### src/include/vmul_settings.svh
`ifndef VMUL_SETTINGS_SVH
`define VMUL_SETTINGS_SVH

// lanes per vector operation (2 and 8 work as well)
`define VMUL_NUM_LANES 4

`define VMUL_REG_ADDR_W 5 // 32 vector registers
`define VMUL_OFFSET_W 3

`endif
### src/vmul_pkg.sv
`include "vmul_settings.svh"

package vmul_pkg;

    // destination vector register
    typedef logic [`VMUL_REG_ADDR_W-1:0] reg_addr_t;

    // position of lane 0 inside the destination register
    typedef logic [`VMUL_OFFSET_W-1:0] elem_offset_t;

    typedef logic [31:0] lane_word_t;

    // lane i sits at index i of the vector
    typedef lane_word_t [`VMUL_NUM_LANES-1:0] lane_vec_t;

    typedef logic [`VMUL_NUM_LANES-1:0] lane_mask_t; // one bit per lane

endpackage

### src/fp_pkg.sv
package fp_pkg;

    // field view of an IEEE 754 single-precision word
    typedef struct packed {
        logic        sign;
        logic [7:0]  exponent;
        logic [22:0] mantissa;
    } float_fields_t;

    // the same 32 bits seen raw or split into fields
    typedef union packed {
        logic [31:0]   bits;
        float_fields_t fields;
    } float_word_u;

    // subnormals are folded into zero and have no class of their own
    typedef enum logic [1:0] {
        FLOAT_ZERO,
        FLOAT_NORMAL,
        FLOAT_INF,
        FLOAT_NAN
    } float_class_e;

    localparam logic [31:0] FLOAT_QNAN = 32'h7fc00000; // canonical quiet NaN

    localparam int FLOAT_BIAS = 127;

    localparam logic [7:0] FLOAT_EXP_MAX = 8'hff; // infinity and NaN

endpackage

### src/vmul_lane_normalize.sv
`timescale 1ns/1ps

module vmul_lane_normalize (
    input  logic                 clk,
    input  logic                 rst_n,
    input  logic                 advance,
    input  logic                 mul_valid,
    input  logic                 mul_sign,
    input  logic signed [9:0]    mul_exp,
    input  logic [47:0]          mul_sig,
    input  fp_pkg::float_class_e mul_class,
    input  vmul_pkg::lane_word_t mul_c,
    output logic                 norm_valid,
    output vmul_pkg::lane_word_t norm_word,
    output vmul_pkg::lane_word_t norm_c
);

    logic                top_bit;
    logic [47:0]         sig_shifted;
    logic                guard;
    logic                sticky;
    logic                round_up;
    logic [23:0]         sig_rounded;
    logic signed [9:0]   exp_adj;
    fp_pkg::float_word_u result;

    always_comb begin
        top_bit = mul_sig[47];
        // after this the leading one is always at bit 47
        sig_shifted = top_bit ? mul_sig : {mul_sig[46:0], 1'b0};
        guard = sig_shifted[23];
        sticky = |sig_shifted[22:0];
        round_up = guard && (sticky || sig_shifted[24]); // ties go to the even value
        sig_rounded = {1'b0, sig_shifted[46:24]} + 24'(round_up);

        // a carry out of the mantissa leaves zeros below it and moves only the exponent
        exp_adj = mul_exp + (top_bit ? 10'sd1 : 10'sd0) + (sig_rounded[23] ? 10'sd1 : 10'sd0);

        result.bits = '0;
        result.fields.sign = mul_sign;
        case (mul_class)
            fp_pkg::FLOAT_NAN: result.bits = fp_pkg::FLOAT_QNAN;
            fp_pkg::FLOAT_INF: result.fields.exponent = fp_pkg::FLOAT_EXP_MAX;
            fp_pkg::FLOAT_ZERO: result.fields.exponent = 8'h00;
            default: begin
                if (exp_adj >= 10'sd255) begin
                    result.fields.exponent = fp_pkg::FLOAT_EXP_MAX; // overflow
                end else if (exp_adj > 10'sd0) begin
                    result.fields.exponent = exp_adj[7:0];
                    result.fields.mantissa = sig_rounded[22:0];
                end
                // otherwise the result would be subnormal and stays signed zero
            end
        endcase
    end

    always_ff @(posedge clk or negedge rst_n) begin
        if (!rst_n) begin
            norm_valid <= 1'b0;
        end else if (advance) begin
            norm_valid <= mul_valid;
        end
    end

    always_ff @(posedge clk) begin
        if (advance) begin
            norm_word <= result.bits;
            norm_c <= mul_c;
        end
    end

    // with headroom for the shift and the rounding carry a normal product cannot reach infinity
    a_no_false_inf: assert property (@(posedge clk) disable iff (!rst_n)
        advance && mul_valid && mul_class == fp_pkg::FLOAT_NORMAL && mul_exp < 10'sd253
        |=> norm_word[30:23] != fp_pkg::FLOAT_EXP_MAX);

endmodule

### config.mk
export PLATFORM = sky130hd
export DESIGN_NAME = vmul_lane_normalize
export DESIGN_NICKNAME = d
export VERILOG_FILES = /design/src/vmul_pkg.sv /design/src/fp_pkg.sv /design/src/vmul_lane_normalize.sv
export VERILOG_INCLUDE_DIRS = /design/src /design/src/include
export SDC_FILE = /design/constraint.sdc
export NUM_CORES = 1
export LEC_CHECK = 0
export ABC_AREA = 1
export BUFFER_PORTS_ARGS = -buffer_cell sky130_fd_sc_hd__buf_4
export CAP_MARGIN = 20
export CELL_PAD_IN_SITES_DETAIL_PLACEMENT = 1
export CELL_PAD_IN_SITES_GLOBAL_PLACEMENT = 1
export CORE_UTILIZATION = 34
export CTS_CLUSTER_SIZE = 25
export DETAILED_ROUTE_END_ITERATION = 7
export PLACE_DENSITY_LB_ADDON = 0.1
export SLEW_MARGIN = 20
export SYNTH_ARGS = -nofsm -noshare
export SYNTH_HDL_FRONTEND = slang
export SYNTH_SLANG_ARGS = --single-unit
### constraint.sdc
create_clock -name clk -period 1.06 [get_ports clk]
set_clock_uncertainty 0.1 [all_clocks]
set_input_delay 0.106 -clock clk [delete_from_list [all_inputs] [get_ports clk]]
set_output_delay 0.106 -clock clk [all_outputs]
set_load 0.01 [all_outputs]
==> results.cfg <==
[finish]
area_growth_pct = 94.68
layout-drive-gt1-share_pct = 54.05
final-instance-count-excl-fill = 865
final_cell_area_um2 = 7183
final_util_pct = 68.96
fin_nets = 824
antenna_cells = 0

[pwr]
power_density_nw_per_um2 = 1043
leakagePower_nw = 3.308
peakVddDrop_mv = 0.8247
power_mw = 7.495

[placed_design]
place_area_um2 = 5705
place_congestion = 0.8168
io_buffers = 161
dp_hpwl_mm = 9.754
dp.cells = 780

[synthesis]
yosys-top-cells-area = edfxtp_1 (52%), nand2_1 (11%), inv_1 (5.5%), nor2_1 (4.9%), nand3_1 (3.5%)
yosysSeqAreaShare_pct = 52.76
synth_area_um2 = 3690
synth-seq-cells = 65
syn-num-nets = 514
synth_top_area_share_pct = 52.09
synth_top_cell_by_area = edfxtp_1
synth_area_per_cell_um2 = 8.913
synth_warnings = 0
synthCells = 414
ys_types = 38

[sta]
final.min_clock_period_ns = 3.171
setup_ws_ns = -2.111
fin_crit_sh_pct = 299.1
hold_viol = 0
setup_viol = 94
relSlewSlack_pct = 70.51
fmax_mhz = 315.4
tightest_slew_ns = 0.4377
hold-worst-slack_ns = 0.03512
maxSlewViolCount = 0
rsz0062_at_grt = yes

[clock_network]
clock-root-buffer = clkbuf_8
clkTransAtPathRegs_ns = 0.07
cts_buffers = 9
htree_levels = 3
clockBufferDepth = 2
clkLatencyLatePin_ns = 0.34
numClockSinks = 65
cts_tree = done

[setup_path]
r2r_cells = 2
r2r_slack_ns = 0.04
r2r-start = norm_valid
r2r_end = norm_valid
cp.depth = 25
crit_required_ns = 1.15
path_delay_family = simple AND/OR/NAND/NOR gates
path_buf_inv = 5
endpoint_kind = flip-flop
criticalPathCategory = input pin to flip-flop
cp_slowest_cell = fa_2
critPathMaxStageDelay_ns = 0.39
worstSetupStartpointType = input pin
path_max_fanout = 8
cp.arrival_ns = 3.26

[die]
die_x_um = 106.2
core_area_um2 = 10420
start_util_pct = 35.42
num_io_pins = 162
dieArea_um2 = 11270
die_h_um = 106.2
row_count = 37

[detailed_routing]
ant_nets = 0
drtIter0Drc = 383
totalWireLength_mm = 21.38
viasPerCell = 5.320
wl_per_cell_um = 24.71
drcViolationCount = 0
vias = 4602
drt-pass1-iter-count = 5

[grt]
grt_pass1_vias = 4478
grt_pass1_wl_mm = 25.30
grt_max_degree = 22
gr-total-overflow = 0
antenna_found_initial = 0
grt_util_all_layers_pct = 30.01

[run_status]
status = complete, but fails checks
violations = negative setup slack

[worst_hold_path]
hp-class = input pin to flip-flop
hold_path_end = norm_c[13]
worst_hold_startpoint = advance
worstHoldPathCells = 1

[run]
drv_cap = 0
[routing by layer]
metal | wire length (um) | vias up | global-route usage [%] | part of all wire [%]
li1 | - | 1965 | - | -
met4 | 993 | 0 | 12.00 | 4.6
met2 | 10590 | 324 | 51.53 | 50
met3 | 1888 | 90 | 7.174 | 8.8
met5 | 0 | - | 0 | 0
met1 | 7907 | 2223 | 36.01 | 37
[flip-flops by register name, indices dropped and copies added, names as in the netlist]
signal	cells
norm_valid	1
norm_c	32
norm_word	32
[metrics by stage]
step / setup slack, ns / TNS, ns
5_1_grt: -2.210 / -71.88
6_report: -2.111 / -66.61
3_5_place_dp: -2.377 / -71.50
3_3_place_gp: -2.222 / -67.35
4_1_cts: -1.723 / -53.38
2_1_floorplan: -1.947 / -58.33
[worst max path at each step]
stage	startpoint	to	slack (ns)
final	mul_sig[47]	norm_word[10]	-2.11
after global routing	mul_sig[47]	norm_word[20]	-2.21
after CTS	mul_sig[47]	norm_word[17]	-1.72
after detailed placement	mul_sig[47]	norm_word[21]	-2.38
after global placement	mul_sig[47]	norm_word[21]	-2.22
after floorplan	mul_sig[47]	norm_word[12]	-1.95
[area by class of cell]
class / instances / area (um2)
timing repair buffer: 302 / 2779
multi-input combinational: 286 / 1877
clock buffer: 15 / 156.4
timing repair inverter: 1 / 11.26
clock inverter: 1 / 5.005
inverter: 59 / 237.7
tap: 136 / 170.2
sequential: 65 / 1947
fill: 1135 / 3233
[placed cells by master (no fill, tap or decap), types with 4 or more instances in the layout]
| cell | instances |
|---|---|
| xor2_1 | 12 |
| nor2_4 | 12 |
| buf_4 | 176 |
| buf_12 | 6 |
| nand2_8 | 4 |
| nand3_1 | 14 |
| nand2_1 | 80 |
| clkbuf_8 | 10 |
| nor3_1 | 4 |
| buf_6 | 81 |
| inv_1 | 49 |
| nand3_2 | 11 |
| nand2_4 | 15 |
| nor2_2 | 21 |
| nor2_1 | 35 |
| dlygate4sd3_1 | 37 |
| o21ai_1 | 4 |
| edfxtp_1 | 64 |
| clkbuf_1 | 5 |
| o21ai_0 | 11 |
| inv_2 | 6 |
| nand4_1 | 8 |
| nand2_2 | 26 |
[logic make-up (layout without fill, tap and decap cells)]
family                   count (synthesis)  after routing  synth area share (%)
flip-flops                              65             65                 52.76
multiplexers                             1              1                0.3052
XOR/XNOR                                13             13                 3.086
AND/OR/NAND/NOR                        242            245                 30.93
AO/OA/AOI/OAI                           24             24                 3.629
buffers and inverters                   66            378                 8.070
adder cells (fa/ha/maj)                  3              3                 1.221
[synthesized netlist by cell type]
cell type	instances
nand2_4	2
nand2_1	112
nand3b_1	3
ha_1	2
inv_2	1
nor2_1	48
o21bai_1	1
or2_1	1
a21oi_1	2
nand4_1	8
inv_4	1
o21ai_1	4
nand2_2	8
nor3b_1	1
o21ai_0	14
nand3_1	26
or2_2	2
nand3_2	2
clkinv_2	1
mux2_2	1
o21ai_2	2
fa_1	1
nor3_1	4
nor2_2	17
inv_1	54
nor3_2	2
buf_6	6
nor2_8	1
edfxtp_1	64
nor2_4	3
buf_2	1
and2_1	1
xnor2_1	1
dfrtp_1	1
a21oi_2	1
xor2_1	12
clkinv_1	2
nor3b_2	1
[worst register-to-register path: stages (launching register included)]
cell	delay [ns]
dfrtp_1	0.41
buf_4	0.14
mux2_2	0.26
[power breakdown]
group | switching [mW] | internal, mW | total (mW)
Sequential | 0.141 | 3.04 | 3.19
Combinational | 1.15 | 1.17 | 2.32
Clock | 1.07 | 0.919 | 1.99
[repair_timing]
action / CTS / global route
hold endpoints to repair: 36 / 0
gates resized for setup: 92 / 83
pin swaps: 16 / 12
setup endpoints to repair: 96 / 96
setup buffers: 32 / 7
gates cloned: 4 / 1
hold buffers: 37 / 0
No activity file was read; power rests on OpenSTA's default activity.
