## src/include/vmul_settings.svh

```systemverilog
`ifndef VMUL_SETTINGS_SVH
`define VMUL_SETTINGS_SVH

// lanes per vector operation (2 and 8 work as well)
`define VMUL_NUM_LANES 4

`define VMUL_REG_ADDR_W 5 // 32 vector registers
`define VMUL_OFFSET_W 3

`endif
```

## src/vmul_pkg.sv

```systemverilog
`include "vmul_settings.svh"

package vmul_pkg;

    // destination vector register
    typedef logic [`VMUL_REG_ADDR_W-1:0] reg_addr_t;

    // position of lane 0 inside the destination register
    typedef logic [`VMUL_OFFSET_W-1:0] elem_offset_t;

    typedef logic [31:0] lane_word_t;

    // lane i sits at index i of the vector
    typedef lane_word_t [`VMUL_NUM_LANES-1:0] lane_vec_t;

    typedef logic [`VMUL_NUM_LANES-1:0] lane_mask_t; // one bit per lane

endpackage

```

## src/fp_pkg.sv

```systemverilog
package fp_pkg;

    // field view of an IEEE 754 single-precision word
    typedef struct packed {
        logic        sign;
        logic [7:0]  exponent;
        logic [22:0] mantissa;
    } float_fields_t;

    // the same 32 bits seen raw or split into fields
    typedef union packed {
        logic [31:0]   bits;
        float_fields_t fields;
    } float_word_u;

    // subnormals are folded into zero and have no class of their own
    typedef enum logic [1:0] {
        FLOAT_ZERO,
        FLOAT_NORMAL,
        FLOAT_INF,
        FLOAT_NAN
    } float_class_e;

    localparam logic [31:0] FLOAT_QNAN = 32'h7fc00000; // canonical quiet NaN

    localparam int FLOAT_BIAS = 127;

    localparam logic [7:0] FLOAT_EXP_MAX = 8'hff; // infinity and NaN

endpackage

```

## src/vmul_lane_mult.sv

```systemverilog
`timescale 1ns/1ps

module vmul_lane_mult (
    input  logic                 clk,
    input  logic                 rst_n,
    input  logic                 advance,
    input  logic                 in_valid,
    input  vmul_pkg::lane_word_t a,
    input  vmul_pkg::lane_word_t b,
    input  vmul_pkg::lane_word_t c,
    output logic                 mul_valid,
    output logic                 mul_sign,
    output logic signed [9:0]    mul_exp,
    output logic [47:0]          mul_sig,
    output fp_pkg::float_class_e mul_class,
    output vmul_pkg::lane_word_t mul_c
);

    fp_pkg::float_word_u  a_word;
    fp_pkg::float_word_u  b_word;
    fp_pkg::float_class_e a_class;
    fp_pkg::float_class_e b_class;
    fp_pkg::float_class_e prod_class;
    logic [47:0]          prod_sig;
    logic signed [9:0]    prod_exp;

    function automatic fp_pkg::float_class_e classify(input fp_pkg::float_word_u w);
        fp_pkg::float_class_e cls;
        if (w.fields.exponent == fp_pkg::FLOAT_EXP_MAX) begin
            if (w.fields.mantissa != '0) begin
                cls = fp_pkg::FLOAT_NAN;
            end else begin
                cls = fp_pkg::FLOAT_INF;
            end
        end else if (w.fields.exponent == 8'h00) begin
            cls = fp_pkg::FLOAT_ZERO; // subnormals flush here
        end else begin
            cls = fp_pkg::FLOAT_NORMAL;
        end
        return cls;
    endfunction

    always_comb begin
        a_word.bits = a;
        b_word.bits = b;
        a_class = classify(a_word);
        b_class = classify(b_word);

        // 1.m times 1.m lies in [1, 4), so bit 47 or bit 46 is the leading one
        prod_sig = {1'b1, a_word.fields.mantissa} * {1'b1, b_word.fields.mantissa};
        prod_exp = $signed({2'b00, a_word.fields.exponent})
                 + $signed({2'b00, b_word.fields.exponent})
                 - 10'(fp_pkg::FLOAT_BIAS);

        if (a_class == fp_pkg::FLOAT_NAN || b_class == fp_pkg::FLOAT_NAN ||
            (a_class == fp_pkg::FLOAT_INF && b_class == fp_pkg::FLOAT_ZERO) ||
            (a_class == fp_pkg::FLOAT_ZERO && b_class == fp_pkg::FLOAT_INF)) begin
            prod_class = fp_pkg::FLOAT_NAN;
        end else if (a_class == fp_pkg::FLOAT_INF || b_class == fp_pkg::FLOAT_INF) begin
            prod_class = fp_pkg::FLOAT_INF;
        end else if (a_class == fp_pkg::FLOAT_ZERO || b_class == fp_pkg::FLOAT_ZERO) begin
            prod_class = fp_pkg::FLOAT_ZERO;
        end else begin
            prod_class = fp_pkg::FLOAT_NORMAL;
        end
    end

    always_ff @(posedge clk or negedge rst_n) begin
        if (!rst_n) begin
            mul_valid <= 1'b0;
        end else if (advance) begin
            mul_valid <= in_valid;
        end
    end

    always_ff @(posedge clk) begin
        if (advance) begin
            mul_sign <= a_word.fields.sign ^ b_word.fields.sign;
            mul_exp <= prod_exp;
            mul_sig <= prod_sig;
            mul_class <= prod_class;
            mul_c <= c; // c rides along untouched for the adder
        end
    end

endmodule

```

## config.mk

```make
export PLATFORM = sky130hd
export DESIGN_NAME = vmul_lane_mult
export DESIGN_NICKNAME = d
export VERILOG_FILES = /design/src/vmul_pkg.sv /design/src/fp_pkg.sv /design/src/vmul_lane_mult.sv
export VERILOG_INCLUDE_DIRS = /design/src /design/src/include
export SDC_FILE = /design/constraint.sdc
export NUM_CORES = 1
export LEC_CHECK = 0
export ABC_AREA = 0
export BUFFER_PORTS_ARGS = -buffer_cell sky130_fd_sc_hd__buf_2
export CAP_MARGIN = 10
export CORE_MARGIN = 2
export CORE_UTILIZATION = 57
export DETAILED_ROUTE_END_ITERATION = 8
export PLACE_DENSITY = 0.8
export SYNTH_ARGS = -nofsm -noshare
export SYNTH_HDL_FRONTEND = slang
export SYNTH_SLANG_ARGS = --single-unit
```

## constraint.sdc

```tcl
create_clock -name clk -period 0.8 [get_ports clk]
set_input_delay 0.16 -clock clk [delete_from_list [all_inputs] [get_ports clk]]
set_output_delay 0.16 -clock clk [all_outputs]
set_load 0.02 [all_outputs]
```

==> flow_metrics.env, run 1 <==
export IMPL_final_cells=3347
export IMPL_dieArea_um2=40300
export IMPL_syn_cell_area_um2=22100
export IMPL_path_class="primary input to flop"
export IMPL_finalSetupViolations=151
export IMPL_die_width_um=201
export IMPL_fmax_mhz=151
export IMPL_vias=19100
export IMPL_drt_wl_total_mm=75.1
export IMPL_core_um2=38500
export IMPL_nFillCells=2221
export IMPL_min_to="mul_valid$_DFFE_PN0P_"
export IMPL_cts_max_level=3
export IMPL_met1_usage_pct=41.0
export IMPL_ys_ff_latch=94
export IMPL_timing_rr_start="mul_valid$_DFFE_PN0P_"
export IMPL_gr_total_overflow=0
export IMPL_grt_antenna_before_repair=1
export IMPL_synth_edf_count=93
export IMPL_slew_violations=0
export IMPL_start_util_pct=57.4
export IMPL_period_needed_ps=6620
export IMPL_violations="negative setup slack"
export IMPL_drtPass1Iterations=6
export IMPL_grt_usage_pct=35.7
export IMPL_worstSetupStartpointType="primary input"
export IMPL_yosysUniqueCellTypes=56
export IMPL_critPathArrivalTime_ps=6730
export IMPL_cts_tree="built"
export IMPL_via_per_inst=5.70
export IMPL_ys_flop_type="edfxtp_1"
export IMPL_rsz0062_at_grt="true"
export IMPL_drive_gt1_share_pct=31.6
export IMPL_grt_util_met2_pct=62.1
export IMPL_hold_depth=2
export IMPL_diodes=0
export IMPL_path_clk_slew_ps=70
export IMPL_top_usage_layer="met2"
export IMPL_synth_seq_area_share_pct=12.8
export IMPL_worst_slack_ps=-5820
export IMPL_endpoint_kind="flop"
export IMPL_drtIter0Drc=1732
export IMPL_postRouteAntennaNets=0
export IMPL_port_buffers=193
export IMPL_synthCells=2304
export IMPL_root_buffer="clkbuf_16"
export IMPL_async_flop_share_pct=1.06
export IMPL_wl_per_cell_um=22.4
export IMPL_tightestPinTransition_ps=574
export IMPL_dp_cells=3243
export IMPL_grt_first_pass_wirelength_mm=110
export IMPL_cts_sinks=94
export IMPL_finalHoldViolations=0
export IMPL_remaining_drc_errors=0
export IMPL_numCtsBuffers=9
export IMPL_r2r_end="mul_valid$_DFFE_PN0P_"
export IMPL_pin_count=194
export IMPL_grt_pass1_vias=21000
export IMPL_fin_crit_sh_pct=828
export IMPL_status="finished, violations left"
export IMPL_clock_latency_ps=350
export IMPL_maxCapViolCount=0
export IMPL_nNetsFinal=3595
export IMPL_gp_congestion=1.01
export IMPL_synth_avg_cell_area_um2=9.58
export IMPL_hold_path_class="primary input to flop"
export IMPL_worst_ep_required_time_ps=910
export IMPL_min_delay_start="in_valid"
export IMPL_die_h_um=201
export IMPL_r2r_cells=2
export IMPL_area_growth_pct=35.3
export IMPL_yosysWarnings=0
export IMPL_hpwl_mm=55.0
export IMPL_synth_fp_nets=3075
export IMPL_cts_path_max_buffers=2
export IMPL_grt_max_degree=22
export IMPL_grt_util_met3_pct=5.68
export IMPL_rows=72
export IMPL_r2r_slack_ps=-120
export IMPL_cp_max_fo=5
export IMPL_slew_headroom_pct=61.5
export IMPL_fin_skew_ps=0
[placed cells by master, fill, tap and decap left out, types with 10 or more instances in the layout]
| cell type | n |
|---|---|
| nor2_1 | 49 |
| xnor2_1 | 26 |
| ha_4 | 52 |
| buf_6 | 166 |
| a21o_1 | 25 |
| buf_4 | 277 |
| a21oi_1 | 26 |
| and2_4 | 32 |
| nand4_1 | 14 |
| fa_2 | 27 |
| inv_1 | 528 |
| buf_2 | 84 |
| a21oi_2 | 22 |
| nand2_2 | 11 |
| o21bai_1 | 10 |
| buf_12 | 24 |
| edfxtp_1 | 93 |
| xor2_1 | 14 |
| nand2_1 | 265 |
| inv_2 | 53 |
| fa_1 | 456 |
| buf_8 | 20 |
| a21oi_4 | 12 |
| dlygate4sd3_1 | 33 |
| and2_1 | 202 |
| ha_1 | 132 |
[cell families after synthesis]
logic type | share of synthesized area (%)
AOI/OAI and AO/OA | 4.69
xor gates and xnor gates | 2.06
muxes | 0.0510
adders and majority gates | 54.4
buffers and inverters | 11.7
DFF | 12.8
and+or+nand+nor | 14.3
[synth_stat cells (2+ instances only)]
cell type  number  area (um2)
inv_2           2        7.51
nor2_1         64         240
o211ai_1        2        15.0
and2_1        234        1460
nand2b_1        3        18.8
ha_1          188        2350
o21ai_2         2        17.5
and3_1          3        18.8
nand4_1        14        87.6
or4_1           4        30.0
or2_2           2        12.5
a21oi_1        60         300
o211ai_2        2        25.0
clkinv_1        2        7.51
fa_1          483        9670
and4_1          2        17.5
nand3_1         6        30.0
a211oi_1        4        30.0
nand3b_1        2        15.0
xor2_1         18         158
nor2b_1         5        31.3
inv_1         588        2210
xnor2_1        34         298
a221o_1         2        20.0
o31a_1          2        17.5
edfxtp_1       93        2790
o21ai_0        23         115
o21a_1          3        22.5
nand2_1       282        1060
nor3_1          6        30.0
o311ai_1        2        17.5
clkbuf_1       95         357
a21o_1         25         188
nor4_1         10        62.6
a211o_1         2        17.5
o31ai_1         4        30.0
o21bai_1       10        75.1
a31oi_1         3        18.8
[registers in the layout (all words and copies together) (netlist names)]
| register | count |
|---|---|
| mul_c | 32 |
| mul_class | 2 |
| mul_exp | 10 |
| mul_sig | 48 |
| mul_sign | 1 |
| mul_valid | 1 |
[worst max-delay path, cell delays in order]
cell	delay, ps
buf_12	100
buf_6	110
nand2_1	70
fa_1	500
inv_1	50
fa_1	560
inv_1	90
fa_1	540
inv_1	50
fa_2	340
fa_1	500
fa_1	580
inv_2	50
fa_2	720
inv_2	100
ha_4	300
nand4_1	160
nand3b_4	210
a2111oi_4	350
buf_4	210
nor4b_4	70
o41ai_4	400
a21oi_1	150
o21bai_1	210
xor2_1	100
[final cells by class]
cell class | count | area, um2 | share of cell area, %
Clock buffer | 10 | 229 | 0.766
Timing Repair Buffer | 605 | 5510 | 18.4
Clock inverter | 6 | 97.6 | 0.327
Tap cell | 518 | 648 | 2.17
Multi-Input combinational cell | 1522 | 18300 | 61.3
Sequential cell | 94 | 2820 | 9.44
Inverter | 592 | 2270 | 7.61
[through the flow]
step | setup TNS (ps) | worst slack [ps] | cell area, um2 | util [%] | hold slack (ps)
global route | -256790 | -6030 | 29900 | 77.7 | 75.0
floorplan | -204850 | -5420 | 23200 | - | -136
global placement | -250600 | -5960 | 26500 | 68.9 | -65.7
finish | -248000 | -5820 | 29900 | 77.7 | 81.2
detailed placement | -256680 | -6160 | 26500 | 68.9 | -64.3
CTS | -232660 | -5440 | 29000 | 75.4 | 1.77
[how the worst max path moves through the flow]
stage / startpoint / endpoint / slack [ps]
global placement: a[6] / mul_sig[47]$_DFFE_PP_ / -5960
detailed placement: b[8] / mul_sig[44]$_DFFE_PP_ / -6160
finish: b[4] / mul_sig[46]$_DFFE_PP_ / -5820
floorplan: a[9] / mul_sig[38]$_DFFE_PP_ / -5420
CTS: a[10] / mul_sig[47]$_DFFE_PP_ / -5440
global route: b[4] / mul_sig[46]$_DFFE_PP_ / -6030
[per-layer routing]
layer  vias to the layer above  routed length [um]
met5                         -                  13
met4                         2                6580
met3                       468                6800
met2                      1219               37400
met1                      9507               24400
li1                       7870                   -
[repair_timing]
| action | 4_1_cts | 5_1_grt |
|---|---|---|
| setup buffers | 38 | 27 |
| gates resized for setup | 427 | 174 |
| pin swaps | 149 | 56 |
| hold endpoints to repair | 31 | 2 |
| endpoints found under the setup margin | 150 | 151 |
| gates cloned | 1 | 0 |
| hold buffers | 31 | 2 |
Power of run 1 is left out: the tool's default activity adds up to more than one toggle a clock period on the data nets, which glitch-free logic cannot reach.
==> inputs of run 2 (changes only) <==
--- a/config.mk
+++ b/config.mk
@@ -10,9 +10,9 @@
 export BUFFER_PORTS_ARGS = -buffer_cell sky130_fd_sc_hd__buf_2
 export CAP_MARGIN = 10
 export CORE_MARGIN = 2
-export CORE_UTILIZATION = 57
+export CORE_UTILIZATION = 56
 export DETAILED_ROUTE_END_ITERATION = 8
-export PLACE_DENSITY = 0.8
+export PLACE_DENSITY = 0.79
 export SYNTH_ARGS = -nofsm -noshare
 export SYNTH_HDL_FRONTEND = slang
 export SYNTH_SLANG_ARGS = --single-unit
==> run 2 against run 1 <==
The flow still finishes with violations (negative setup slack); global-route usage fell by 0.84 points; worst setup slack improved by 250 ps; first-iteration DRC count fell by 18%; clock-buffer cell count did not move; flip-flop and latch count did not move; cell count rose by 0.99%; critical path type unchanged; highest routed layer is now met4.
==> flow_metrics.env, run 2 (same netlist as run 1, synthesis figures left out) <==
export IMPL_r2r_slack_ps=-120
export IMPL_crit_cells=25
export IMPL_fin_crit_sh_pct=797
export IMPL_die_h_um=203
export IMPL_remaining_drc_errors=0
export IMPL_root_buffer="clkbuf_16"
export IMPL_core_um2=38800
export IMPL_clock_latency_ps=350
export IMPL_grt_antenna_before_repair=0
export IMPL_pre_cts_ws_ps=-6050
export IMPL_start_util_pct=56.9
export IMPL_postRouteAntennaNets=0
export IMPL_slew_violations=0
export IMPL_cts_max_level=3
export IMPL_die_width_um=203
export IMPL_grt_first_pass_wirelength_mm=109
export IMPL_dieArea_um2=41000
export IMPL_finalHoldViolations=0
export IMPL_area_growth_pct=36.8
export IMPL_rows=72
export IMPL_drt_wl_total_mm=72.8
export IMPL_grt_max_degree=20
export IMPL_r2r_cells=2
export IMPL_grt_usage_pct=34.8
export IMPL_worst_ep_required_time_ps=900
export IMPL_rsz0062_at_grt="true"
export IMPL_dpl_cell_area_um2=26800
export IMPL_largest_reg_flops=48
export IMPL_path_clk_slew_ps=70
export IMPL_mostFrequentLayoutCell="inv_1"
export IMPL_wl_per_cell_um=21.6
export IMPL_port_buffers=193
export IMPL_top_regs="mul_sig: 48 flops, mul_c: 32 flops, mul_exp: 10 flops"
export IMPL_gp_congestion=0.984
export IMPL_slowest_delay_ps=600
export IMPL_cp_common_cell="fa_1"
export IMPL_nFillCells=2294
export IMPL_drtPass1Iterations=6
export IMPL_vias=18800
export IMPL_worst_slack_ps=-5570
export IMPL_violations="negative setup slack"
export IMPL_r2r_end="mul_valid$_DFFE_PN0P_"
export IMPL_tightestPinTransition_ps=619
export IMPL_gr_total_overflow=0
export IMPL_whs_ps=68.0
export IMPL_period_needed_ps=6370
export IMPL_fin_area_um2=30200
export IMPL_drive_gt1_share_pct=33.2
export IMPL_cp_max_fo=5
export IMPL_finalSetupViolations=151
export IMPL_via_per_inst=5.57
export IMPL_diodes=0
export IMPL_fin_skew_ps=0
export IMPL_cts_path_max_buffers=2
export IMPL_pin_count=194
export IMPL_slowest_stage="fa_2"
export IMPL_regMostFlops="mul_sig"
export IMPL_cp_endpoint="mul_sig[39]$_DFFE_PP_"
export IMPL_hpwl_mm=55.2
export IMPL_critical_path_buf_inv_count=8
export IMPL_worstSetupStartpointType="primary input"
export IMPL_path_class="primary input to flop"
export IMPL_grt_pass1_vias=20800
export IMPL_timing_rr_start="mul_valid$_DFFE_PN0P_"
export IMPL_cts_sinks=94
export IMPL_nNetsFinal=3628
export IMPL_layout_common_cells="inv_1 (529), fa_1 (452), buf_4 (315), nand2_1 (265), and2_1 (194)"
export IMPL_cts_tree="built"
export IMPL_numCtsBuffers=9
export IMPL_critPathTopFamily="adder cells"
export IMPL_critPathArrivalTime_ps=6470
export IMPL_hold_path_class="primary input to flop"
export IMPL_maxCapViolCount=0
export IMPL_slew_headroom_pct=58.5
export IMPL_startpoint="a[10]"
export IMPL_tns_ps=-239590
export IMPL_endpoint_kind="flop"
export IMPL_fmax_mhz=157
export IMPL_drtIter0Drc=1425
export IMPL_status="finished, violations left"
[run 2: cell count changes in the layout (fill, tap and decap cells not counted), moves of 3 or more]
cell | before | now
nor2_2 | 8 | 12
buf_2 | 84 | 74
buf_6 | 166 | 171
and2_4 | 32 | 40
buf_4 | 277 | 315
and2_1 | 202 | 194
fa_2 | 27 | 31
fa_1 | 456 | 452
nor2_1 | 49 | 42
nor2_4 | 7 | 10
[run 2: cell type report]
type,count,area (um2),share of cell area (%)
sequential,94,2820,9.33
tap,518,648,2.14
timing repair buffer,638,5800,19.2
multi-input combinational,1522,18400,60.8
clock buffer,10,239,0.791
clock inverter,6,72.6,0.240
inverter,592,2270,7.51
[run 2: worst min-delay path by stage]
stage | from | to | slack (ps) | cells past startpoint
after floorplan | rst_n | mul_valid$_DFFE_PN0P_ | -140 | 0
after global placement | rst_n | mul_valid$_DFFE_PN0P_ | -60 | 1
after detailed placement | rst_n | mul_valid$_DFFE_PN0P_ | -60 | 1
after CTS | in_valid | mul_valid$_DFFE_PN0P_ | 50 | 2
after global routing | in_valid | mul_valid$_DFFE_PN0P_ | 60 | 2
final | in_valid | mul_valid$_DFFE_PN0P_ | 70 | 2
[run 2: repair_timing]
action                     CTS  global route
hold endpoints to repair    33             0
hold buffers                33             0
resized for setup          416           211
setup endpoints to repair  150           152
pin swaps                  143            97
buffers inserted            41            23
gates cloned                 6             0
[run 2: per-stage QoR]
stage | utilization [%] | cells
2_1_floorplan | - | 2304
3_5_place_dp | 68.9 | 3271
4_1_cts | 75.5 | 3361
6_report | 77.8 | 3380
5_1_grt | 77.8 | 3380
3_3_place_gp | 68.9 | 3271
[run 2: metal layers]
metal / global-route usage (%) / part of all wire, %
met5: 0 / 0
met4: 19.9 / 7.3
met3: 6.73 / 7.3
met2: 61.1 / 51
met1: 39.9 / 34
[run 2: worst register-to-register path, cell delays in order, from the launching register on]
cell and delay (ps):
dfrtp_2 420, buf_6 120, mux2_2 260
Power of run 2 is left out for the same reason.
