===== src/include/vmul_settings.svh =====
`ifndef VMUL_SETTINGS_SVH
`define VMUL_SETTINGS_SVH

// lanes per vector operation (2 and 8 work as well)
`define VMUL_NUM_LANES 4

`define VMUL_REG_ADDR_W 5 // 32 vector registers
`define VMUL_OFFSET_W 3

`endif

===== src/vmul_pkg.sv =====
`include "vmul_settings.svh"

package vmul_pkg;

    // destination vector register
    typedef logic [`VMUL_REG_ADDR_W-1:0] reg_addr_t;

    // position of lane 0 inside the destination register
    typedef logic [`VMUL_OFFSET_W-1:0] elem_offset_t;

    typedef logic [31:0] lane_word_t;

    // lane i sits at index i of the vector
    typedef lane_word_t [`VMUL_NUM_LANES-1:0] lane_vec_t;

    typedef logic [`VMUL_NUM_LANES-1:0] lane_mask_t; // one bit per lane

endpackage


===== src/vmul_issue.sv =====
`timescale 1ns/1ps

module vmul_issue (
    input  logic                   clk,
    input  logic                   rst_n,
    input  logic                   op_valid,
    output logic                   op_ready,
    input  vmul_pkg::lane_vec_t    op_a,
    input  vmul_pkg::lane_vec_t    op_b,
    input  vmul_pkg::lane_vec_t    op_c,
    input  vmul_pkg::reg_addr_t    op_dest_reg,
    input  vmul_pkg::elem_offset_t op_dest_offset,
    input  logic                   op_enable_macc,
    input  logic                   advance,
    output logic                   issue_valid,
    output vmul_pkg::lane_vec_t    issue_a,
    output vmul_pkg::lane_vec_t    issue_b,
    output vmul_pkg::lane_vec_t    issue_c,
    output vmul_pkg::reg_addr_t    issue_dest_reg,
    output vmul_pkg::elem_offset_t issue_dest_offset,
    output logic                   issue_macc
);

    logic accept_en; // stays low until the first edge after reset
    logic load;
    logic transfer;

    // the register can take a new operation when it drains this cycle or holds nothing
    assign load = advance || !issue_valid;
    assign op_ready = accept_en && load;
    assign transfer = op_valid && op_ready;

    always_ff @(posedge clk or negedge rst_n) begin
        if (!rst_n) begin
            accept_en <= 1'b0;
            issue_valid <= 1'b0;
        end else begin
            accept_en <= 1'b1;
            if (load) begin
                issue_valid <= transfer;
            end
        end
    end

    always_ff @(posedge clk) begin
        if (transfer) begin
            issue_a <= op_a;
            issue_b <= op_b;
            issue_c <= op_c;
            issue_dest_reg <= op_dest_reg;
            issue_dest_offset <= op_dest_offset;
            issue_macc <= op_enable_macc;
        end
    end

    // a stalled offer must not change under the issue register
    a_op_stable: assert property (@(posedge clk) disable iff (!rst_n)
        op_valid && !op_ready |=> op_valid && $stable(op_a));

endmodule


===== config.mk =====
export PLATFORM = sky130hd
export DESIGN_NAME = vmul_issue
export DESIGN_NICKNAME = d
export VERILOG_FILES = /design/src/vmul_pkg.sv /design/src/vmul_issue.sv
export VERILOG_INCLUDE_DIRS = /design/src /design/src/include
export SDC_FILE = /design/constraint.sdc
export NUM_CORES = 1
export LEC_CHECK = 0
export BUFFER_PORTS_ARGS = -buffer_cell sky130_fd_sc_hd__buf_2
export CAP_MARGIN = 10
export CORE_AREA = 2 2 306 308
export DETAILED_ROUTE_END_ITERATION = 10
export DIE_AREA = 0 0 308 310
export PLACE_DENSITY = 0.42
export SLEW_MARGIN = 20
export SYNTH_ARGS = -nofsm -noshare
export SYNTH_HDL_FRONTEND = slang
export SYNTH_SLANG_ARGS = --single-unit

===== constraint.sdc =====
create_clock -name clk -period 15.7 [get_ports clk]
set_clock_uncertainty 0.15 [all_clocks]
set_input_delay 0.785 -clock clk [delete_from_list [all_inputs] [get_ports clk]]
set_output_delay 0.785 -clock clk [all_outputs]
set_load 0.05 [all_outputs]

==> results of run 1 <==
==> cells in the final DEF, fill, tap and decap left out, drive strengths merged <==
| master | instances |
|---|---|
| clkinvlp | 3 |
| and2 | 1 |
| dfrtp | 2 |
| conb | 1 |
| edfxtp | 393 |
| diode | 4 |
| clkinv | 14 |
| inv | 4 |
| buf | 796 |
| clkbuf | 58 |
| dlygate4sd3 | 1 |
| bufinv | 3 |
| nor2b | 1 |
| nand2b | 1 |
| nand2 | 2 |
==> logic make-up (layout without fill, tap and decap cells) <==
logic type / Yosys count / after routing
other: 1 / 5
buffers and inverters: 0 / 879
and+or+nand+nor: 5 / 5
DFF: 395 / 395
==> worst paths after layout <==
| check | start | end | slack, ns | cells after the start |
|---|---|---|---|---|
| hold reg to reg | issue_valid | issue_valid | 0.40 | 2 |
| hold / removal | op_b[81] | issue_b[81] | 0.22 | 1 |
| max in group asynchronous | rst_n | issue_valid | 14.89 | 2 |
| setup reg to reg | issue_valid | issue_a[83] | 12.24 | 5 |
| setup / recovery | issue_valid | issue_a[83] | 12.24 | 5 |
| min in group asynchronous | rst_n | accept_en | 0.41 | 2 |
==> power by group <==
group          switching, µW  internal (µW)
clock                    431            602
sequential              11.8           1220
combinational            205           63.4
total                    648           1880
==> layout make-up <==
class | count | area, µm² | area share (%)
repair buffers | 797 | 4040 | 21.4
diodes | 4 | 10.0 | 0.0530
clock inverters | 24 | 208 | 1.10
flip-flops and latches | 395 | 11900 | 62.8
multi-input cells | 6 | 47.5 | 0.252
clock buffers | 58 | 1230 | 6.50
well taps | 1197 | 1500 | 7.93
==> per-stage QoR <==
step / total power, µW / util (%)
global placement: 1520 / 18.8
floorplan: 1420 / -
finish: 2530 / 20.4
CTS: 2580 / 20.4
detailed placement: 1520 / 18.8
global route: 2620 / 20.4
==> routing by layer <==
layer	vias to the layer above	wire length (µm)
li1	3339	-
met1	3597	14100
met2	476	20800
met3	74	3990
met4	4	1330
met5	-	27
==> worst max-delay path: cells and delay by family, from the launching register on <==
kind | cells | cell delay, ns
buffers and inverters | 3 | 1.59
AND/OR/NAND/NOR | 2 | 0.82
flip-flops | 1 | 0.41
==> results.yml, run 1 <==
drt:
  wirelength_um: 40200
  drtAntennaViolNets: 0
  drtIter0Drc: 622
  vias_per_cell: 3.02
  first_pass_iters: 4
  routedWlPerCell_um: 16.2
  remaining_drc_errors: 0
  route.vias.total: 7490
grt:
  use_met3_pct: 2.69
  antenna_found_initial: 16
  met1_usage_pct: 8.08
  grt_overflow_total: 0
  gr-max-usage-layer: "met2"
  grt_usage_pct: 7.65
  grt_pass1_wl_um: 52600
  grt_max_degree: 156
  grt_pass1_vias: 7975
  grt_use_met2_pct: 13.5
synth:
  synth_top_family_by_area: "simple AND/OR/NAND/NOR gates"
  synth_common_cells: "edfxtp_1 (393), dfrtp_1 (2), nand2_1 (2)"
  syn_inst: 401
  synth_top_area_share_pct: 99.2
  async_flop_share_pct: 0.506
  yosys_warnings: 0
  synthTopCellsByArea: "edfxtp_1 (99%), dfrtp_1 (0.42%), nand2b_4 (0.12%)"
  synth_edf_count: 393
  synth_cell_types: 7
  mappedNetlistArea_mm2: 0.0119
  synth-seq-cells: 395
  muxShareOfSynthArea_pct: 0
  synthSimpleGateAreaFrac_pct: 0.368
  yosysMostFrequentCell: "edfxtp_1"
  syn_avg_cell_area_um2: 29.7
  synth_compound_area_share_pct: 0
  synth_flop_cell: "edfxtp_1"
  synth_nets: 798
  yosys.area.top_type: "edfxtp_1"
  ys_seq_area_share_pct: 99.6
  synthAdderAreaFrac_pct: 0
  synth-xor-area-share_pct: 0
floorplan:
  fp-row-count: 112
  die-width_um: 308
  die_area_mm2: 0.0955
  die_h_um: 310
  io_pins: 792
  fp.coreArea_mm2: 0.0925
  start_util_pct: 12.9
clock_network:
  postCtsResizedCells: 0
  cts_buffers: 45
  numClockSinks: 395
  cts_hold_buf: 1
  clockRootBuffer: "clkbuf_16"
  insertion_delay_ns: 0.58
  cts.clk_slew.worst_paths_ns: 0.06
  cts_buffer_depth: 3
  post_cts_buffers: 0
  tritoncts: "done"
  h-tree-depth: 2
critical_path:
  worstPathArrival_ns: 3.56
  path_common_cell: "buf_4"
  crit_path_max_fanout: 70
  max_stage_delay_ns: 0.78
  cp-end-kind: "flip-flop"
  cp_cell_sequence: "nand2b_4 -> nor2b_4 -> buf_4 -> buf_4 -> buf_16"
  cp.required_ns: 15.81
  path_class: "flip-flop to flip-flop"
  start_kind: "flip-flop"
  cp_slowest_cell: "buf_4"
timing:
  slew_headroom_pct: 29.4
  slew_viol_final: 0
  tightest_slew_ns: 1.06
  finalHoldWorstSlack_ns: 0.218
  fmax_mhz: 289
  setup_slack_ns: 12.24
  setup_violations: 0
  timing.final.crit_share_pct: 22.0
  fin_crit_ns: 3.46
  rsz0062_at_grt: "false"
  finalHoldViolCount: 0
  setup_tns_ns: 0
power:
  power.leakage_uw: 0.00756
  irDropWorstVdd_mv: 0.0968
  p_per_area_mw_per_mm2: 134
layout:
  fin_cells: 2481
  area.growth.synth_to_final_pct: 58.7
  fin_nets: 1642
  nFillCells: 9884
  design_area_mm2: 0.0189
  reg.largest.list: "issue_a: 128 flops, issue_b: 128 flops, issue_c: 128 flops"
  drive_gt1_share_pct: 67.4
place:
  place_inst: 2393
  postPlaceCellArea_mm2: 0.0174
  hpwl_um: 31500
  io_buffers: 791
  place_congestion: 0.781
  pre_cts_ws_ns: 11.53
job:
  max-cap-violations: 0
outcome:
  status: "complete, no violations"
worst_hold_path:
  hold_path_class: "input pin to flip-flop"
Note: power is estimated with default switching activity, not from simulation.
==> run 2, diff against run 1 <==
--- a/config.mk
+++ b/config.mk
@@ -8,9 +8,9 @@
 export LEC_CHECK = 0
 export BUFFER_PORTS_ARGS = -buffer_cell sky130_fd_sc_hd__buf_2
 export CAP_MARGIN = 10
-export CORE_AREA = 2 2 306 308
+export CORE_AREA = 2 2 309 311
 export DETAILED_ROUTE_END_ITERATION = 10
-export DIE_AREA = 0 0 308 310
+export DIE_AREA = 0 0 311 313
 export PLACE_DENSITY = 0.42
 export SLEW_MARGIN = 20
 export SYNTH_ARGS = -nofsm -noshare
==> constraint.sdc (replaced) <==
create_clock -name clk -period 2.9 [get_ports clk]
set_clock_uncertainty 0.15 [all_clocks]
set_input_delay 0.145 -clock clk [delete_from_list [all_inputs] [get_ports clk]]
set_output_delay 0.145 -clock clk [all_outputs]
set_load 0.05 [all_outputs]
==> run 2 against run 1 <==
Setup slack worse by 11 ns; count of clock-buffer cells in the layout is 8 lower; first-iteration DRC count is 27% lower; critical path type unchanged; clock power grew to 5.3 times the previous value; highest routed layer unchanged; hold slack worse by 0.15 ns; via count is 21% higher; sequential cell count stayed put; largest power group unchanged; sequential share of layout area is 11 points lower; power grew to 5.5 times the previous value; cell area is 22% higher.
==> results.yml, run 2 (same netlist as run 1, synthesis figures left out) <==
grt:
  grt_usage_pct: 8.61
  antenna_found_initial: 9
  grt_max_degree: 96
  grt_pass1_wl_um: 62400
  grt_pass1_vias: 10100
  grt_overflow_total: 0
power:
  pwr-share-comb_pct: 13.7
  clock_power_share_pct: 38.9
  p_int_uw: 10500
  p_switching_uw: 3540
  power.leakage_uw: 0.00925
  irDropWorstVdd_mv: 0.447
  power_frac_seq_pct: 47.4
  sw_frac_of_total_pct: 25.3
  p_per_area_mw_per_mm2: 610
critical_path:
  cp-startpoint: "issue_valid"
  r2r_cells: 4
  worstPathArrival_ns: 2.08
  rr_startpoint: "issue_valid"
  cp.required_ns: 2.96
  path_class: "flip-flop to flip-flop"
  cp-end-kind: "flip-flop"
  start_kind: "flip-flop"
  rrSetupSlack_ns: 0.88
  cp-endpoint: "issue_a[18]"
  crit_path_max_fanout: 95
  r2r-end: "issue_a[18]"
place:
  postPlaceCellArea_mm2: 0.0176
  hpwl_um: 32600
  io_buffers: 791
  place_congestion: 0.917
  pre_cts_ws_ns: 0.917
clock_network:
  cts.clk_slew.worst_paths_ns: 0.06
  numClockSinks: 395
  cts_buffers: 45
  tritoncts: "done"
  cts_buffer_depth: 3
  postCtsResizedCells: 0
  h-tree-depth: 2
  insertion_delay_ns: 0.58
  post_cts_buffers: 0
  clockRootBuffer: "clkbuf_16"
  cts_hold_buf: 397
timing:
  setup_slack_ns: 0.883
  setup_violations: 0
  finalHoldViolCount: 0
  slew_viol_final: 0
  slew_headroom_pct: 63.4
  timing.final.crit_share_pct: 69.5
  fmax_mhz: 496
  tightest_slew_ns: 0.549
  rsz0062_at_grt: "false"
  finalHoldWorstSlack_ns: 0.0719
  fin_crit_ns: 2.02
drt:
  wirelength_um: 44200
  routedWlPerCell_um: 15.0
  route.vias.total: 9082
  remaining_drc_errors: 0
  drtAntennaViolNets: 0
  vias_per_cell: 3.08
  drtIter0Drc: 455
  first_pass_iters: 4
floorplan:
  fp-row-count: 113
  start_util_pct: 12.6
  fp.coreArea_mm2: 0.0942
  die-width_um: 311
  die_h_um: 313
  die_area_mm2: 0.0973
  io_pins: 792
job:
  max-cap-violations: 0
layout:
  final_common_cell: "buf_2"
  fin_util_pct: 24.4
  reg.largest.list: "issue_a: 128 flops, issue_b: 128 flops, issue_c: 128 flops"
  area.growth.synth_to_final_pct: 93.1
  design_area_mm2: 0.0230
  drive_gt1_share_pct: 51.8
  fin_nets: 2049
  layout_common_cells: "buf_2 (791), dlygate4sd3_1 (397), edfxtp_1 (393), clkbuf_16 (45), clkinv_1 (13)"
worst_hold_path:
  hold_path_class: "input pin to flip-flop"
outcome:
  status: "complete, no violations"
-- run 2: cell types whose count changed in the layout (fill, tap and decap cells not counted), sizes merged --
cell,delta
buf,+11
bufinv,+1
clkbuf,-8
diode,-2
clkinv,+7
dlygate4sd3,+396
inv,-4
-- run 2: worst max-delay path: stages (launching register included) --
cell	delay, ns
dfrtp_2	0.42
nand2b_4	0.08
nor2b_4	0.20
buf_12	0.22
buf_12	0.42
-- run 2: worst min path at each step --
stage | startpoint | to | cells past startpoint
final | op_valid | issue_a[93] | 4
after global routing | op_valid | issue_a[93] | 4
after CTS | op_valid | issue_a[93] | 4
after detailed placement | rst_n | accept_en | 1
after global placement | rst_n | accept_en | 1
after floorplan | rst_n | accept_en | 0
-- run 2: final cells by class --
class / instances / area (µm²)
sequential: 395 / 11900
tap: 1265 / 1580
fill: 9747 / 71200
antenna: 2 / 5.00
clock buffer: 50 / 1140
multi-input combinational: 6 / 47.5
clock inverter: 28 / 243
timing repair buffer: 1204 / 8100
-- run 2: power by group through the flow --
stage / Combinational [µW] / Clock (µW) / Sequential [µW]
finish: 1920 / 5450 / 6640
global route: 2010 / 5860 / 6660
CTS: 1930 / 5660 / 6640
detailed placement: 1490 / 0 / 6760
global placement: 1480 / 0 / 6760
floorplan: 93.4 / 0 / 7610
-- run 2: through the flow --
step                TNS (ns)  power [µW]  cells
floorplan           -1645.27        7710    401
global placement           0        8240   2473
detailed placement         0        8250   2473
CTS                        0       14200   2948
global route               0       14500   2948
finish                     0       14000   2950
-- run 2: routing by layer --
| metal | vias up | share of wire (%) | global-route usage [%] |
|---|---|---|---|
| met3 | 79 | 8.7 | 3.31 |
| met2 | 504 | 54 | 16.2 |
| li1 | 4141 | - | - |
| met4 | 6 | 4.1 | 4.12 |
| met5 | - | 0.10 | 0 |
| met1 | 4352 | 33 | 8.18 |
==> run 3, diff against run 2 <==
--- a/config.mk
+++ b/config.mk
@@ -8,10 +8,10 @@
 export LEC_CHECK = 0
 export BUFFER_PORTS_ARGS = -buffer_cell sky130_fd_sc_hd__buf_2
 export CAP_MARGIN = 10
-export CORE_AREA = 2 2 309 311
+export CORE_AREA = 2 2 311 313
 export DETAILED_ROUTE_END_ITERATION = 10
-export DIE_AREA = 0 0 311 313
-export PLACE_DENSITY = 0.42
+export DIE_AREA = 0 0 313 315
+export PLACE_DENSITY = 0.41
 export SLEW_MARGIN = 20
 export SYNTH_ARGS = -nofsm -noshare
 export SYNTH_HDL_FRONTEND = slang
==> constraint.sdc (replaced) <==
create_clock -name clk -period 2.05 [get_ports clk]
set_clock_uncertainty 0.15 [all_clocks]
set_input_delay 0.1025 -clock clk [delete_from_list [all_inputs] [get_ports clk]]
set_output_delay 0.1025 -clock clk [all_outputs]
set_load 0.05 [all_outputs]
==> run 3 against run 2 <==
Sequential power is 42% higher; sequential share of layout area is 0.39 points lower; clock power is 42% higher; register-to-register slack worse by 0.59 ns; power is 42% higher.
==> results.yml, run 3 (same netlist as run 1, synthesis figures left out) <==
power:
  p_int_uw: 14900
  p_per_area_mw_per_mm2: 859
  clock_power_share_pct: 38.8
  pwr-share-comb_pct: 13.9
  power.leakage_uw: 0.00936
  irDropWorstVdd_mv: 0.619
  p_switching_uw: 4970
  sw_frac_of_total_pct: 25.0
  power_frac_seq_pct: 47.3
place:
  io_buffers: 791
  hpwl_um: 35300
  place_congestion: 0.876
  postPlaceCellArea_mm2: 0.0178
  place_inst: 2502
drt:
  remaining_drc_errors: 0
  drtIter0Drc: 461
  first_pass_iters: 6
  top_layer: "met4"
  vias_per_cell: 3.07
  drtAntennaViolNets: 0
  wl_met1_um: 16700
  routedWlPerCell_um: 15.6
  wl_met3_um: 4000
  wl_met2_um: 24400
  wirelength_um: 46300
  route.vias.total: 9156
timing:
  timing.final.crit_share_pct: 85.5
  slew_viol_final: 0
  finalHoldWorstSlack_ns: 0.0823
  fmax_mhz: 571
  fin_crit_ns: 1.75
  rsz0062_at_grt: "false"
  finalHoldViolCount: 0
  setup_tns_ns: 0
  setup_violations: 0
floorplan:
  die_area_mm2: 0.0986
  fp-row-count: 114
  fp.coreArea_mm2: 0.0957
  io_pins: 792
  die-width_um: 313
  start_util_pct: 12.4
  die_h_um: 315
layout:
  nFillCells: 9937
  reg.largest.list: "issue_a: 128 flops, issue_b: 128 flops, issue_c: 128 flops"
  fin_util_pct: 24.2
  area.growth.synth_to_final_pct: 94.6
  layout_common_cells: "buf_2 (791), dlygate4sd3_1 (398), edfxtp_1 (393), clkbuf_16 (45), buf_4 (29)"
  final_common_cell: "buf_2"
  fin_cells: 2978
  design_area_mm2: 0.0232
  fin_nets: 2066
  drive_gt1_share_pct: 52.3
critical_path:
  crit_path_max_fanout: 44
  cp_slowest_cell: "dfrtp_2"
  path_common_cell: "buf_12"
  cp_cell_sequence: "nand2b_4 -> nor2b_4 -> buf_12 -> buf_12"
  cp-end-kind: "flip-flop"
  max_stage_delay_ns: 0.42
  worstPathArrival_ns: 1.86
  start_kind: "flip-flop"
  path_class: "flip-flop to flip-flop"
  cp.required_ns: 2.16
clock_network:
  tritoncts: "done"
  h-tree-depth: 2
  cts.clk_slew.worst_paths_ns: 0.06
  clockRootBuffer: "clkbuf_16"
  cts_hold_buf: 398
  postCtsResizedCells: 0
  numClockSinks: 395
  cts_buffer_depth: 3
  cts_buffers: 43
  insertion_delay_ns: 0.57
  post_cts_buffers: 0
job:
  max-cap-violations: 0
grt:
  grt_pass1_wl_um: 63000
  grt_pass1_vias: 10100
  grt_max_degree: 45
  grt_overflow_total: 0
  grt_usage_pct: 8.69
  antenna_found_initial: 11
worst_hold_path:
  hold_path_class: "input pin to flip-flop"
outcome:
  status: "complete, no violations"
run 3: cell count changes in the layout (fill, tap and decap cells not counted):
| cell | delta |
|---|---|
| clkbuf_1 | +5 |
| clkbuf_8 | +3 |
| buf_4 | +17 |
| buf_12 | +1 |
| dlygate4sd3_1 | +1 |
| diode_2 | +1 |
| clkinv_4 | -2 |
| clkinv_2 | +1 |
| clkinv_1 | -8 |
| clkinvlp_4 | -2 |
run 3: area by class of cell:
type	instances	area, µm²	area share, %
Sequential cell	395	11900	51.2
Timing Repair Buffer	1223	8260	35.7
Tap cell	1276	1600	6.90
Clock buffer	58	1200	5.20
Clock inverter	17	185	0.800
Multi-Input combinational cell	6	47.5	0.205
Antenna cell	3	7.51	0.0324
run 3: final timing paths:
kind | startpoint | endpoint | slack (ns) | depth (start not counted)
hold / removal | op_b[71] | issue_b[71] | 0.08 | 2
max in group asynchronous | rst_n | issue_valid | 1.35 | 3
setup / recovery | issue_valid | issue_c[38] | 0.30 | 4
setup reg to reg | issue_valid | issue_c[38] | 0.30 | 4
min in group asynchronous | rst_n | issue_valid | 0.27 | 3
hold reg to reg | issue_valid | issue_b[97] | 0.79 | 3
run 3: power by group through the flow:
stage               clock network (µW)  registers [µW]  logic [µW]
global route                      8320            9440        2890
global placement                     0            9580        2150
detailed placement                   0            9580        2160
finish                            7720            9410        2760
floorplan                            0           10800         132
CTS                               8040            9420        2790
run 3: routing by layer:
metal / GRT usage (%) / up-vias
li1: - / 4183
met1: 9.10 / 4393
met2: 16.0 / 510
met3: 2.80 / 70
met4: 3.55 / 0
met5: 0 / -
run 3: per-stage QoR:
stage	power [µW]	setup slack [ns]
final	19900	0.298
after global routing	20700	0.243
after CTS	20200	0.280
after detailed placement	11700	0.304
after global placement	11700	0.317
after floorplan	10900	-5.04
run 3: critical path, delay by kind of cell, from the launching register on:
family,cells,cell delay [ns]
simple gates,2,0.28
flops,1,0.42
buf+inv,2,0.51
